**src/rtl/core_pkg.sv**
```systemverilog
// Shared widths, memory map and encodings of the single-cycle RV32I core
// Every RTL unit takes what it needs by a wildcard import
package core_pkg;

    ////////////////////////////////////////
    // ISA widths
    ////////////////////////////////////////
    localparam int XLEN = 32;

    typedef logic [XLEN-1:0] word_t;    // Data or address word
    typedef logic [4:0]      gpr_addr_t; // x0..x31

    ////////////////////////////////////////
    // Address map
    ////////////////////////////////////////
    localparam int    ROM_ADDR_WIDTH = 10;            // Word index, 4 kB
    localparam int    RAM_ADDR_WIDTH = 10;            // Word index, 4 kB
    localparam word_t ROM_BASE_ADDR  = 32'h0000_0000;
    localparam word_t RAM_BASE_ADDR  = 32'h0001_0000; // Aligned to RAM size
    localparam word_t RESET_ADDR     = ROM_BASE_ADDR; // Boot from start of ROM

    // Instruction field positions, LSB of each field
    localparam int OPCODE_LSB = 0;
    localparam int RD_LSB     = 7;
    localparam int FUNCT3_LSB = 12;
    localparam int RS1_LSB    = 15;
    localparam int RS2_LSB    = 20;
    localparam int FUNCT7_LSB = 25;

    // Major opcodes still decoded, everything else is a no-op
    typedef enum logic [6:0] {
        OP     = 7'b0110011,
        OP_IMM = 7'b0010011,
        LUI    = 7'b0110111,
        AUIPC  = 7'b0010111,
        BRANCH = 7'b1100011,
        JAL    = 7'b1101111,
        JALR   = 7'b1100111,
        LOAD   = 7'b0000011,
        STORE  = 7'b0100011
    } opcode_t;

    // funct3 of OP and OP_IMM
    localparam logic [2:0] F3_ADD_SUB = 3'b000;
    localparam logic [2:0] F3_SLL     = 3'b001;
    localparam logic [2:0] F3_SLT     = 3'b010;
    localparam logic [2:0] F3_SLTU    = 3'b011;
    localparam logic [2:0] F3_XOR     = 3'b100;
    localparam logic [2:0] F3_SR      = 3'b101; // SRL or SRA by funct7
    localparam logic [2:0] F3_OR      = 3'b110;
    localparam logic [2:0] F3_AND     = 3'b111;

    // funct3 of BRANCH
    localparam logic [2:0] F3_BEQ  = 3'b000;
    localparam logic [2:0] F3_BNE  = 3'b001;
    localparam logic [2:0] F3_BLT  = 3'b100;
    localparam logic [2:0] F3_BGE  = 3'b101;
    localparam logic [2:0] F3_BLTU = 3'b110;
    localparam logic [2:0] F3_BGEU = 3'b111;

    ////////////////////////////////////////
    // Unit operations
    ////////////////////////////////////////
    typedef enum logic [3:0] {
        ADD, SUB, AND, OR, XOR,
        SLL, SRL, SRA,
        SLT, SLTU,
        PASS_B              // Result is src2, for LUI and link address
    } alu_op_t;

    typedef enum logic [1:0] {
        LSU_NONE  = 2'd0,   // No write-back
        LSU_ALU   = 2'd1,   // Write back ALU result
        LSU_LOAD  = 2'd2,   // Write back RAM word
        LSU_STORE = 2'd3    // Write RAM only
    } lsu_op_t;

    localparam word_t NOP_INST = 32'h0000_0013; // ADDI x0,x0,0

endpackage

```
**src/rtl/fetch.sv**
```systemverilog
// Instruction fetch: program counter and instruction ROM read port
// PC loads next_pc on every edge, ROM answers in the same cycle
`timescale 1ns/1ps

module fetch (
    input  logic                                 clk,
    input  logic                                 rst,
    input  core_pkg::word_t                      next_pc,     // From decoder
    output core_pkg::word_t                      pc,
    output core_pkg::word_t                      inst,
    output logic                                 rom_rd_en,
    output logic [core_pkg::ROM_ADDR_WIDTH-1:0]  rom_addr,    // Word index
    input  core_pkg::word_t                      rom_rd_data
);
    import core_pkg::*;

    word_t rom_offset; // Byte offset into the ROM

    ////////////////////////////////////////
    // Program counter
    ////////////////////////////////////////
    always_ff @(posedge clk) begin
        if (rst) begin
            pc <= RESET_ADDR;
        end else begin
            pc <= next_pc; // One instruction per clock
        end
    end

    ////////////////////////////////////////
    // ROM read port
    ////////////////////////////////////////
    assign rom_offset = pc - ROM_BASE_ADDR;
    assign rom_addr   = rom_offset[ROM_ADDR_WIDTH+1:2]; // Drop byte bits
    assign rom_rd_en  = !rst;

    // Hold a NOP in reset so nothing reaches the RAM or regfile
    assign inst = rst ? NOP_INST : rom_rd_data;

endmodule

```
**src/rtl/regfile.sv**
```systemverilog
// General purpose registers, two combinational reads and one write
// x0 reads as zero, writes land at the rising edge
`timescale 1ns/1ps

module regfile (
    input  logic                clk,
    input  core_pkg::gpr_addr_t rs1_addr,
    input  core_pkg::gpr_addr_t rs2_addr,
    output core_pkg::word_t     rs1_data,
    output core_pkg::word_t     rs2_data,
    input  logic                dest_en,
    input  core_pkg::gpr_addr_t dest_addr,
    input  core_pkg::word_t     dest_data
);
    import core_pkg::*;

    word_t regs [1:31]; // x1..x31, no storage for x0

    // Write port
    always_ff @(posedge clk) begin
        if (dest_en && (dest_addr != '0)) begin
            regs[dest_addr] <= dest_data;
        end
    end

    // Read ports, old value on same-cycle write
    always_comb begin
        if (rs1_addr == '0) begin
            rs1_data = '0;
        end else begin
            rs1_data = regs[rs1_addr];
        end
    end

    always_comb begin
        if (rs2_addr == '0) begin
            rs2_data = '0;
        end else begin
            rs2_data = regs[rs2_addr];
        end
    end

endmodule

```
**src/rtl/decoder.sv**
```systemverilog
// Instruction decode for the single-cycle core
// Builds immediates, picks ALU operands and op, resolves branches and next PC
`timescale 1ns/1ps

module decoder (
    input  core_pkg::word_t     inst,
    input  core_pkg::word_t     pc,
    input  core_pkg::word_t     rs1_data,
    input  core_pkg::word_t     rs2_data,
    input  logic                alu_zero,   // Compare outcome for branches
    output core_pkg::gpr_addr_t rs1_addr,
    output core_pkg::gpr_addr_t rs2_addr,
    output core_pkg::word_t     src1,
    output core_pkg::word_t     src2,
    output core_pkg::alu_op_t   alu_op,
    output core_pkg::lsu_op_t   lsu_op,
    output core_pkg::gpr_addr_t dest_addr,
    output core_pkg::word_t     alt_data,   // Store data or link address
    output core_pkg::word_t     next_pc
);
    import core_pkg::*;

    // Maps funct3 of OP and OP_IMM onto an ALU operation
    function automatic alu_op_t arith_op(logic [2:0] f3, logic alt, logic reg_reg);
        alu_op_t op;
        case (f3)
            F3_ADD_SUB: op = (alt && reg_reg) ? SUB : ADD; // No SUBI
            F3_SLL:     op = SLL;
            F3_SLT:     op = SLT;
            F3_SLTU:    op = SLTU;
            F3_XOR:     op = XOR;
            F3_SR:      op = alt ? SRA : SRL;
            F3_OR:      op = OR;
            F3_AND:     op = AND;
            default:    op = ADD;
        endcase
        return op;
    endfunction

    opcode_t     opcode;
    logic [2:0]  funct3;
    logic [6:0]  funct7;
    word_t       imm_i, imm_s, imm_b, imm_u, imm_j;
    word_t       pc_plus4;
    word_t       branch_target;
    word_t       jal_target;
    word_t       jalr_target;
    logic        branch_taken;

    ////////////////////////////////////////
    // Fields and immediates
    ////////////////////////////////////////
    assign opcode    = opcode_t'(inst[OPCODE_LSB +: 7]);
    assign funct3    = inst[FUNCT3_LSB +: 3];
    assign funct7    = inst[FUNCT7_LSB +: 7];
    assign rs1_addr  = inst[RS1_LSB +: 5];
    assign rs2_addr  = inst[RS2_LSB +: 5];
    assign dest_addr = inst[RD_LSB +: 5];

    assign imm_i = {{20{inst[31]}}, inst[31:20]};
    assign imm_s = {{20{inst[31]}}, inst[31:25], inst[11:7]};
    assign imm_b = {{19{inst[31]}}, inst[31], inst[7], inst[30:25], inst[11:8], 1'b0};
    assign imm_u = {inst[31:12], 12'b0};
    assign imm_j = {{11{inst[31]}}, inst[31], inst[19:12], inst[20], inst[30:21], 1'b0};

    // Target adders, separate from the ALU
    assign pc_plus4      = pc + 32'd4;
    assign branch_target = pc + imm_b;
    assign jal_target    = pc + imm_j;
    assign jalr_target   = (rs1_data + imm_i) & ~32'd1; // Clear bit 0

    // Taken test from the compare the ALU did this cycle
    always_comb begin
        case (funct3)
            F3_BEQ:  branch_taken = alu_zero;   // SUB is zero
            F3_BNE:  branch_taken = !alu_zero;
            F3_BLT:  branch_taken = !alu_zero;  // SLT gave 1
            F3_BGE:  branch_taken = alu_zero;
            F3_BLTU: branch_taken = !alu_zero;
            F3_BGEU: branch_taken = alu_zero;
            default: branch_taken = 1'b0;
        endcase
    end

    ////////////////////////////////////////
    // Operand, operation and next PC
    ////////////////////////////////////////
    always_comb begin
        src1     = rs1_data;
        src2     = rs2_data;
        alu_op   = ADD;
        lsu_op   = LSU_NONE; // Unknown opcodes fall through as no-ops
        alt_data = rs2_data;
        next_pc  = pc_plus4;
        case (opcode)
            OP: begin
                alu_op = arith_op(funct3, funct7[5], 1'b1);
                lsu_op = LSU_ALU;
            end
            OP_IMM: begin
                src2   = imm_i;
                alu_op = arith_op(funct3, funct7[5], 1'b0); // SRAI keeps bit 30
                lsu_op = LSU_ALU;
            end
            LUI: begin
                src2   = imm_u;
                alu_op = PASS_B;
                lsu_op = LSU_ALU;
            end
            AUIPC: begin
                src1   = pc;
                src2   = imm_u;
                lsu_op = LSU_ALU;
            end
            BRANCH: begin
                case (funct3)
                    F3_BEQ, F3_BNE:   alu_op = SUB;
                    F3_BLT, F3_BGE:   alu_op = SLT;
                    F3_BLTU, F3_BGEU: alu_op = SLTU;
                    default:          alu_op = ADD;
                endcase
                if (branch_taken) begin
                    next_pc = branch_target;
                end
            end
            JAL, JALR: begin
                src2     = pc_plus4;    // Link address through the ALU
                alu_op   = PASS_B;
                lsu_op   = LSU_ALU;
                alt_data = pc_plus4;
                next_pc  = (opcode == JAL) ? jal_target : jalr_target;
            end
            LOAD: begin
                src2   = imm_i;         // Address is rs1 + offset
                lsu_op = LSU_LOAD;
            end
            STORE: begin
                src2   = imm_s;
                lsu_op = LSU_STORE;
            end
            default: begin
            end
        endcase
    end

endmodule

```
**src/rtl/alu.sv**
```systemverilog
// Combinational ALU: add/sub, logic, shifts and compares
// zero flags an all-zero result, used by the decoder to resolve branches
`timescale 1ns/1ps

module alu (
    input  core_pkg::word_t   src1,
    input  core_pkg::word_t   src2,
    input  core_pkg::alu_op_t alu_op,
    output core_pkg::word_t   result,
    output logic              zero
);
    import core_pkg::*;

    logic [4:0] shamt;   // Low five bits of src2
    logic       lt_s;
    logic       lt_u;

    assign shamt = src2[4:0];
    assign lt_s  = $signed(src1) < $signed(src2);
    assign lt_u  = src1 < src2;

    always_comb begin
        case (alu_op)
            ADD:     result = src1 + src2;
            SUB:     result = src1 - src2;
            AND:     result = src1 & src2;
            OR:      result = src1 | src2;
            XOR:     result = src1 ^ src2;
            SLL:     result = src1 << shamt;
            SRL:     result = src1 >> shamt;
            SRA:     result = word_t'($signed(src1) >>> shamt); // Sign fill
            SLT:     result = {{(XLEN-1){1'b0}}, lt_s};
            SLTU:    result = {{(XLEN-1){1'b0}}, lt_u};
            PASS_B:  result = src2;
            default: result = '0;
        endcase
    end

    assign zero = (result == '0);

endmodule

```
**src/rtl/lsu.sv**
```systemverilog
// Load/store unit: RAM window decode, word strobes and write-back select
// Purely combinational, the RAM and regfile write at the clock edge
`timescale 1ns/1ps

module lsu (
    input  core_pkg::lsu_op_t                    lsu_op,
    input  core_pkg::word_t                      alu_result, // Byte address
    input  core_pkg::word_t                      alt_data,   // Store data
    input  core_pkg::gpr_addr_t                  dest_addr,
    input  core_pkg::word_t                      ram_rd_data,
    output logic                                 dest_en,
    output core_pkg::word_t                      dest_data,
    output logic                                 ram_rd_en,
    output logic                                 ram_wr_en,
    output logic [core_pkg::RAM_ADDR_WIDTH-1:0]  ram_addr,
    output core_pkg::word_t                      wr_data
);
    import core_pkg::*;

    localparam int WIN_LSB = RAM_ADDR_WIDTH + 2; // First bit above the window

    logic  in_ram;
    word_t load_data;

    ////////////////////////////////////////
    // RAM window
    ////////////////////////////////////////
    // Base is size-aligned, so compare the upper bits only
    assign in_ram = (alu_result[XLEN-1:WIN_LSB] == RAM_BASE_ADDR[XLEN-1:WIN_LSB]);

    assign ram_addr  = alu_result[WIN_LSB-1:2]; // Word index
    assign ram_rd_en = (lsu_op == LSU_LOAD) && in_ram;
    assign ram_wr_en = (lsu_op == LSU_STORE) && in_ram;
    assign wr_data   = alt_data;

    // Outside the window a load returns zero
    assign load_data = in_ram ? ram_rd_data : '0;

    ////////////////////////////////////////
    // Write-back
    ////////////////////////////////////////
    always_comb begin
        case (lsu_op)
            LSU_LOAD: dest_data = load_data;
            default:  dest_data = alu_result; // Link address already via ALU
        endcase
    end

    // x0 never written
    assign dest_en = ((lsu_op == LSU_ALU) || (lsu_op == LSU_LOAD)) && (dest_addr != '0);

endmodule

```
**src/rtl/core.sv**
```systemverilog
// Top level of the single-cycle RV32I core
// Connects fetch, decode, regfile, ALU and LSU to the ROM and RAM ports
`timescale 1ns/1ps

module core (
    input  logic                                 clk,
    input  logic                                 rst,
    // Instruction ROM
    output logic                                 rom_rd_en,
    output logic [core_pkg::ROM_ADDR_WIDTH-1:0]  rom_addr,
    input  core_pkg::word_t                      rom_rd_data,
    // Data RAM
    output logic                                 ram_rd_en,
    output logic                                 ram_wr_en,
    output logic [core_pkg::RAM_ADDR_WIDTH-1:0]  ram_addr,
    input  core_pkg::word_t                      ram_rd_data,
    output core_pkg::word_t                      wr_data
);
    import core_pkg::*;

    ////////////////////////////////////////
    // Internal wires
    ////////////////////////////////////////
    word_t     pc, next_pc, inst;
    gpr_addr_t rs1_addr, rs2_addr, dest_addr;
    word_t     rs1_data, rs2_data, dest_data;
    logic      dest_en;
    word_t     src1, src2, alt_data, alu_result;
    alu_op_t   alu_op;
    lsu_op_t   lsu_op;
    logic      alu_zero;

    ////////////////////////////////////////
    // Units
    ////////////////////////////////////////
    fetch fetch_inst (
        .clk, .rst, .next_pc, .pc, .inst,
        .rom_rd_en, .rom_addr, .rom_rd_data
    );

    decoder decoder_inst (
        .inst, .pc, .rs1_data, .rs2_data, .alu_zero,
        .rs1_addr, .rs2_addr, .src1, .src2, .alu_op, .lsu_op,
        .dest_addr, .alt_data, .next_pc
    );

    regfile regfile_inst (
        .clk, .rs1_addr, .rs2_addr, .rs1_data, .rs2_data,
        .dest_en, .dest_addr, .dest_data
    );

    alu alu_inst (
        .src1, .src2, .alu_op,
        .result(alu_result),
        .zero(alu_zero)
    );

    lsu lsu_inst (
        .lsu_op, .alu_result, .alt_data, .dest_addr, .ram_rd_data,
        .dest_en, .dest_data, .ram_rd_en, .ram_wr_en, .ram_addr, .wr_data
    );

endmodule

```
**config.mk**
```make
export PLATFORM = sky130hd
export DESIGN_NAME = core
export DESIGN_NICKNAME = d
export VERILOG_FILES = /design/src/rtl/core_pkg.sv /design/src/rtl/fetch.sv /design/src/rtl/regfile.sv /design/src/rtl/decoder.sv /design/src/rtl/alu.sv /design/src/rtl/lsu.sv /design/src/rtl/core.sv
export SDC_FILE = /design/constraint.sdc
export NUM_CORES = 2
export LEC_CHECK = 0
export BUFFER_PORTS_ARGS = -buffer_cell sky130_fd_sc_hd__buf_4
export CORE_MARGIN = 2
export CORE_UTILIZATION = 40
export CTS_CLUSTER_SIZE = 12
export DETAILED_ROUTE_END_ITERATION = 12
export PLACE_DENSITY_LB_ADDON = 0.15
export REMOVE_ABC_BUFFERS = 1
export SLEW_MARGIN = 0
export SYNTH_ARGS = -nofsm -noshare
export SYNTH_HDL_FRONTEND = slang
export SYNTH_SLANG_ARGS = --single-unit
```
**constraint.sdc**
```tcl
create_clock -name clk -period 32.1 [get_ports clk]
set_input_delay 1.605 -clock clk [delete_from_list [all_inputs] [get_ports clk]]
set_output_delay 1.605 -clock clk [all_outputs]
set_load 0.02 [all_outputs]
```
After elaboration in Yosys (flattened, before gate mapping) --
Memory sizes are Yosys's and may differ from the RTL's. Index checks and enable logic that the tools add are counted.
Word-level totals: flip-flop bits (word level) 32, bits in writable memories 992, bits of input ports 66, word-level logic and storage cells 91, memories 1
Cells by class: add/sub/neg operators 6, magnitude comparators 2, eq/ne operators 30, shifts and indexed selects 3, multiplexer cells 22, bitwise operators 3, reduce and logical (&&, ||, !) cells 23
Memory list:
- regfile_inst.regs | depth 31, width 32, rd ports 2, clocked after Yosys merged registers in 0, wr ports 1, RTL line regfile.sv:17 | word_t regs [1:31];
Operator list (count):
- 32-bit one-hot mux with 11 select lines | 1
- 32-bit two-way mux | 9
- 32-bit adder | 4
- 32-bit one-hot mux with 4 select lines | 1
- 32-bit < comparator | 2
- 32-bit one-hot mux with 2 select lines | 1
- 4-bit one-hot mux with 8 select lines | 2
- 32-bit by 3-bit adder with 32-bit output, second input constant | 1
- 32-bit bitwise AND | 1
- 32-bit zero test | 1
- 32-bit OR | 1
- 32-bit by 5-bit left shift with 32-bit output | 1
- 32-bit by 5-bit right shift with 32-bit output | 1
- 32-bit by 5-bit >>> shifter with 32-bit output | 1
- 32-bit subtractor | 1
- 32-bit XOR | 1
- 7-bit by 6-bit equality test with 1-bit output, second input constant | 3
- 7-bit equality test, second input constant | 3
- 20-bit by 5-bit equality test with 1-bit output, second input constant | 1
- 4-bit by 3-bit equality test with 1-bit output, second input constant | 4
- 4-bit one-hot mux with 4 select lines | 1
- 7-bit by 5-bit equality test with 1-bit output, second input constant | 2
- 3-bit equality test, second input constant | 4
- 4-bit equality test, second input constant | 3
- other kinds (21) | 39

Logic depth before layout (Yosys ltp) --
depth after elaboration 12, mapped depth 44

Modules after synthesis --
Synthesis repeated with hierarchy kept, for this count alone.
Unflattened totals: cells, all modules 5395, area total of the unflattened synthesis 66038.3 um^2
By module, submodules not included:
- regfile | instances 1, cells each 2601, area an instance 46498.3 um^2, sequential area each 29788.6 um^2
- alu | instances 1, cells each 1411, area an instance 9865.7 um^2, sequential area each 0.0 um^2
- decoder | instances 1, cells each 1134, area an instance 7343.3 um^2, sequential area each 0.0 um^2
- fetch | instances 1, cells each 114, area an instance 1238.7 um^2, sequential area each 640.6 um^2
- lsu | instances 1, cells each 135, area an instance 1092.3 um^2, sequential area each 0.0 um^2

Least setup slack after synthesis --
OpenSTA, ideal clock, no wires.
path kind input to register, from in rst, to mem regfile_inst.regs[10][10] (netlist name), data pin, setup time 0.372 ns, arrival 10.819 ns, required time 31.728 ns, slack 20.909 ns, cell stages on the path 39, path through buf_6 nand2b_1 buf_4 inv_4 buf_6 buf_2 clkbuf_1 clkbuf_1 buf_1 clkbuf_1 buf_1 mux2i_1 a221oi_1 nor3_1 nor3_1 nor2_1 nand2_1 and2_1 (+3 left out) or3_1 or3_1 o31ai_1 o21ai_1 o22ai_1 o221a_2 o21ai_0 xnor2_1 nand2_1 nor4bb_1 nand3_1 or3_4 nor3_1 and2_1 clkbuf_1 clkbuf_1 nand2_1 a21oi_1
Between the ends: longest elaborated chain between the ends 10
Ends and longest elaborated chain:
- start, declared | RTL line core.sv:7 | input logic rst,
- 32-bit two-way mux * | RTL line fetch.sv:38 | assign inst = rst ? NOP_INST : rom_rd_data;
- parallel branches: the longest is 8 deep, another holds memory read 31 x 32 bit
- 32-bit two-way mux * | RTL line lsu.sv:43 | case (lsu_op)
- via dest_data[10] | RTL line core.sv:26 | word_t rs1_data, rs2_data, dest_data;
- end, declared | RTL line regfile.sv:17
Mark *: on every way through the listed nets, which the timed path passes.

Final worst setup path --
from in rom_rd_data[20], to out ram_wr_en
Between the ends: longest elaborated chain between the ends 8
Ends and longest elaborated chain:
- start, declared | RTL line core.sv:11 | input core_pkg::word_t rom_rd_data,
- 32-bit two-way mux * | RTL line fetch.sv:38
- memory read 31 x 32 bit / 5-bit zero test (equally long branches)
- 32-bit two-way mux | RTL line regfile.sv:36 | if (rs2_addr == '0) begin
- 32-bit one-hot mux with 4 select lines * | RTL line decoder.sv:95 | case (opcode)
- 32-bit subtractor (tied with other cells) | RTL line alu.sv:25 | SUB: result = src1 - src2;
- 32-bit one-hot mux with 11 select lines * | RTL line alu.sv:23 | case (alu_op)
- 20-bit by 5-bit equality test with 1-bit output * | RTL line lsu.sv:29 | assign in_ram = (alu_result[XLEN-1:WIN_LSB] == RAM_BASE_ADDR[XLEN-1:WIN_LSB]);
- 1-bit logical AND * | RTL line lsu.sv:33 | assign ram_wr_en = (lsu_op == LSU_STORE) && in_ram;
- end, declared | RTL line core.sv:14 | output logic ram_wr_en,
Every way passes the cells marked *; elsewhere a longest branch is shown, timed or not.

==> metrics.md <==
| Metric | Value |
|---|---|
| Status | finished, violations left |
| Violated checks | capacitance limit |
| Worst Path Arrival | 13140 ps |
| Largest net degree at the start of global routing | 92 |
| Max Freq | 0.0678 GHz |
| Iter 0 DRT Violations | 7855 |
| Cells after synthesis | 6065 |
| First-pass GRT wire length | 468 mm |
| Synthesized area per cell | 10.8 um2 |
| CTS Buffer Depth | 3 |
| Setup violators final | 0 |
| CP Capture Type | primary output |
| DRT Pass-1 Iters | 9 |
| Avg WL per Cell | 41.6 um |
| Clock sinks | 1023 |
| Register Area | 30400 um2 |
| # rows | 148 |
| Relative slew slack | 0.674% |
| IO Pins | 121 |
| Max cap viols | 1 |
| Tot GR Track Use | 40.4% |
| Syn-to-layout area delta | 11.3% |
| Yosys reg bits | 1023 |
| CP max stage cell | nor3_1 |
| Synth top area cells | edfxtp_1 (46%), mux2i_1 (5.1%), mux4_2 (4.7%), a21oi_1 (3.6%), ha_1 (3.3%) |
| Unrepaired setup endpoints after global routing | false |
| Setup TNS | 0 ps |
| Top cell type's share of synthesized area | 45.6% |
| Crit path time final | 14740 ps |
| CTS tree | done |
| Die W | 408 um |
| Worst min path class | reg2reg |
| Synthesized cell area | 65400 um2 |
| Commonest cells post-synth | edfxtp_1 (992), a21oi_1 (464), nand2_1 (446) |
| Die area | 167000 um2 |
| Drt drc | 0 |
| Final setup margin | 17360 ps |
| Die H | 408 um |
| Crit path kind | in2out |
| Slew Limit Fails | 0 |
| Tot Pwr | 3.70 mW |
| Worst setup SP type | primary input |
| Num CTS Buffers | 111 |
| Core box area | 163000 um2 |
| Max Clock Skew | 68.6 ps |
| P_leak | 25.3 nW |
| Resize count post-CTS | 0 |
| Initial antenna violation count | 21 |
| Peak fanout along the critical path | 56 |
| H-tree levels | 3 |
| Gpl congestion | 1.06 |
| GRT overflow | 0 |
| Number of nets in the layout | 6314 |
| PD cells | 50.8 nW/um2 |
| Reg clk slew, reported paths | 70 ps |
| Cell taking the most area after synthesis | edfxtp_1 |
| # hold bufs at CTS | 0 |
| CP dominant cell by count | buf_4 |
| Hold Violations, Final | 0 |
| Yosys cell types | 120 |
| Worst IR drop on VDD | 43.0 uV |
| EDFF count, synth | 992 |
| PortBufs | 120 |
| Bufs and invs on worst path | 6 |
| Clock Tree Root | clkbuf_16 |
| Synth warn | 0 |
| Post-synth top flop | edfxtp_1 |
| Most frequent cell after synthesis | edfxtp_1 |
| Initial core utilization | 40.2% |
| Final ANT Viol Nets | 0 |
| Post-CTS Setup Bufs | 0 |
| Final period util | 45.9% |
| Filler cells | 15400 |
| Via Count | 58000 |
| Register area share after synthesis | 46.5% |
| Share of cells above drive strength 1 | 16.3% |
| Clock Latency Late Sink | 790 ps |
| DP Worst Slack | 17690 ps |
| Vias per cell | 6.95 |
| Final HPWL DP | 233 mm |
| Worst Tran Pin Value | 1490 ps |
| Maximum single-stage delay on the critical path | 1040 ps |
| Critical path's top delay family | simple AND/OR/NAND/NOR gates |
| Drt total wl | 347 mm |
| Ys async rst share | 0% |
| Multi-input gate area in the final layout | 32500 um2 |
| Crit path required time | 30490 ps |
| Vias in the first global route | 54700 |
sequential cells by signal, indices dropped and copies added, names as in the netlist:
register / flops
fetch_inst.pc: 31
regfile_inst.regs: 992
logic make-up after synthesis:
logic type	after synthesis	synth area share, %
mux	564	11.5
simple gates	1551	11.7
compound gates	1951	20.3
buf+inv	666	4.77
flops	1023	46.5
fa+ha+maj	179	3.48
xor+xnor	131	1.75
cell type report:
type | count | area share (%)
clock buffer | 135 | 3.94
multi-input combinational | 4376 | 44.7
inverter | 177 | 0.925
sequential | 1023 | 41.8
tap | 2175 | 3.74
clock inverter | 62 | 0.832
antenna | 15 | 0.0516
timing repair buffer | 380 | 4.05
metrics by stage:
stage | instances | utilization [%] | instance area, um2 | hold slack (ps)
2_1_floorplan | 5576 | - | 62900 | 568
6_report | 8343 | 44.8 | 72800 | 723
3_3_place_gp | 8126 | 42.5 | 69200 | 687
5_1_grt | 8332 | 44.7 | 72700 | 738
4_1_cts | 8325 | 44.7 | 72700 | 721
3_5_place_dp | 8128 | 42.6 | 69200 | 705
power by group:
part | internal (mW) | switching, mW
logic | 0.230 | 0.634
clock network | 0.691 | 0.565
registers | 1.57 | 0.00630
path summary, 6_finish.rpt:
check	cells past startpoint	slack (ps)	to	startpoint
worst max-delay path	28	17360	ram_wr_en	rom_rd_data[20]
worst min-delay path	2	720	fetch_inst.pc[2]$_SDFF_PP0_	fetch_inst.pc[2]$_SDFF_PP0_
worst max register to register	25	19730	regfile_inst.regs[15][2]$_DFFE_PP_	fetch_inst.pc[3]$_SDFF_PP0_
worst min register to register	2	720	fetch_inst.pc[2]$_SDFF_PP0_	fetch_inst.pc[2]$_SDFF_PP0_
cells in the final DEF (no fill, tap or decap), types with 135 or more instances in the layout:
master / count
nor3_1: 171
mux4_2: 136
nand2_1: 444
inv_1: 160
mux2i_1: 329
nor2_1: 325
o21ai_0: 227
edfxtp_1: 992
ha_1: 173
a211oi_1: 141
a21oi_1: 459
buf_4: 367
nor2b_1: 135
tightest hold or removal path, stage by stage, from the launching register on:
cell and delay (ps):
dfxtp_1 310, buf_4 220, o221ai_2 160
layer usage:
layer / GRT usage, % / up-vias / share of wire, %
li1: - / 23600 / -
met1: 50.3 / 29500 / 37
met2: 62.4 / 3917 / 44
met3: 10.1 / 954 / 11
met4: 26.8 / 10 / 7.8
met5: 0 / - / 0.020
(Power assumes the default switching activity.)
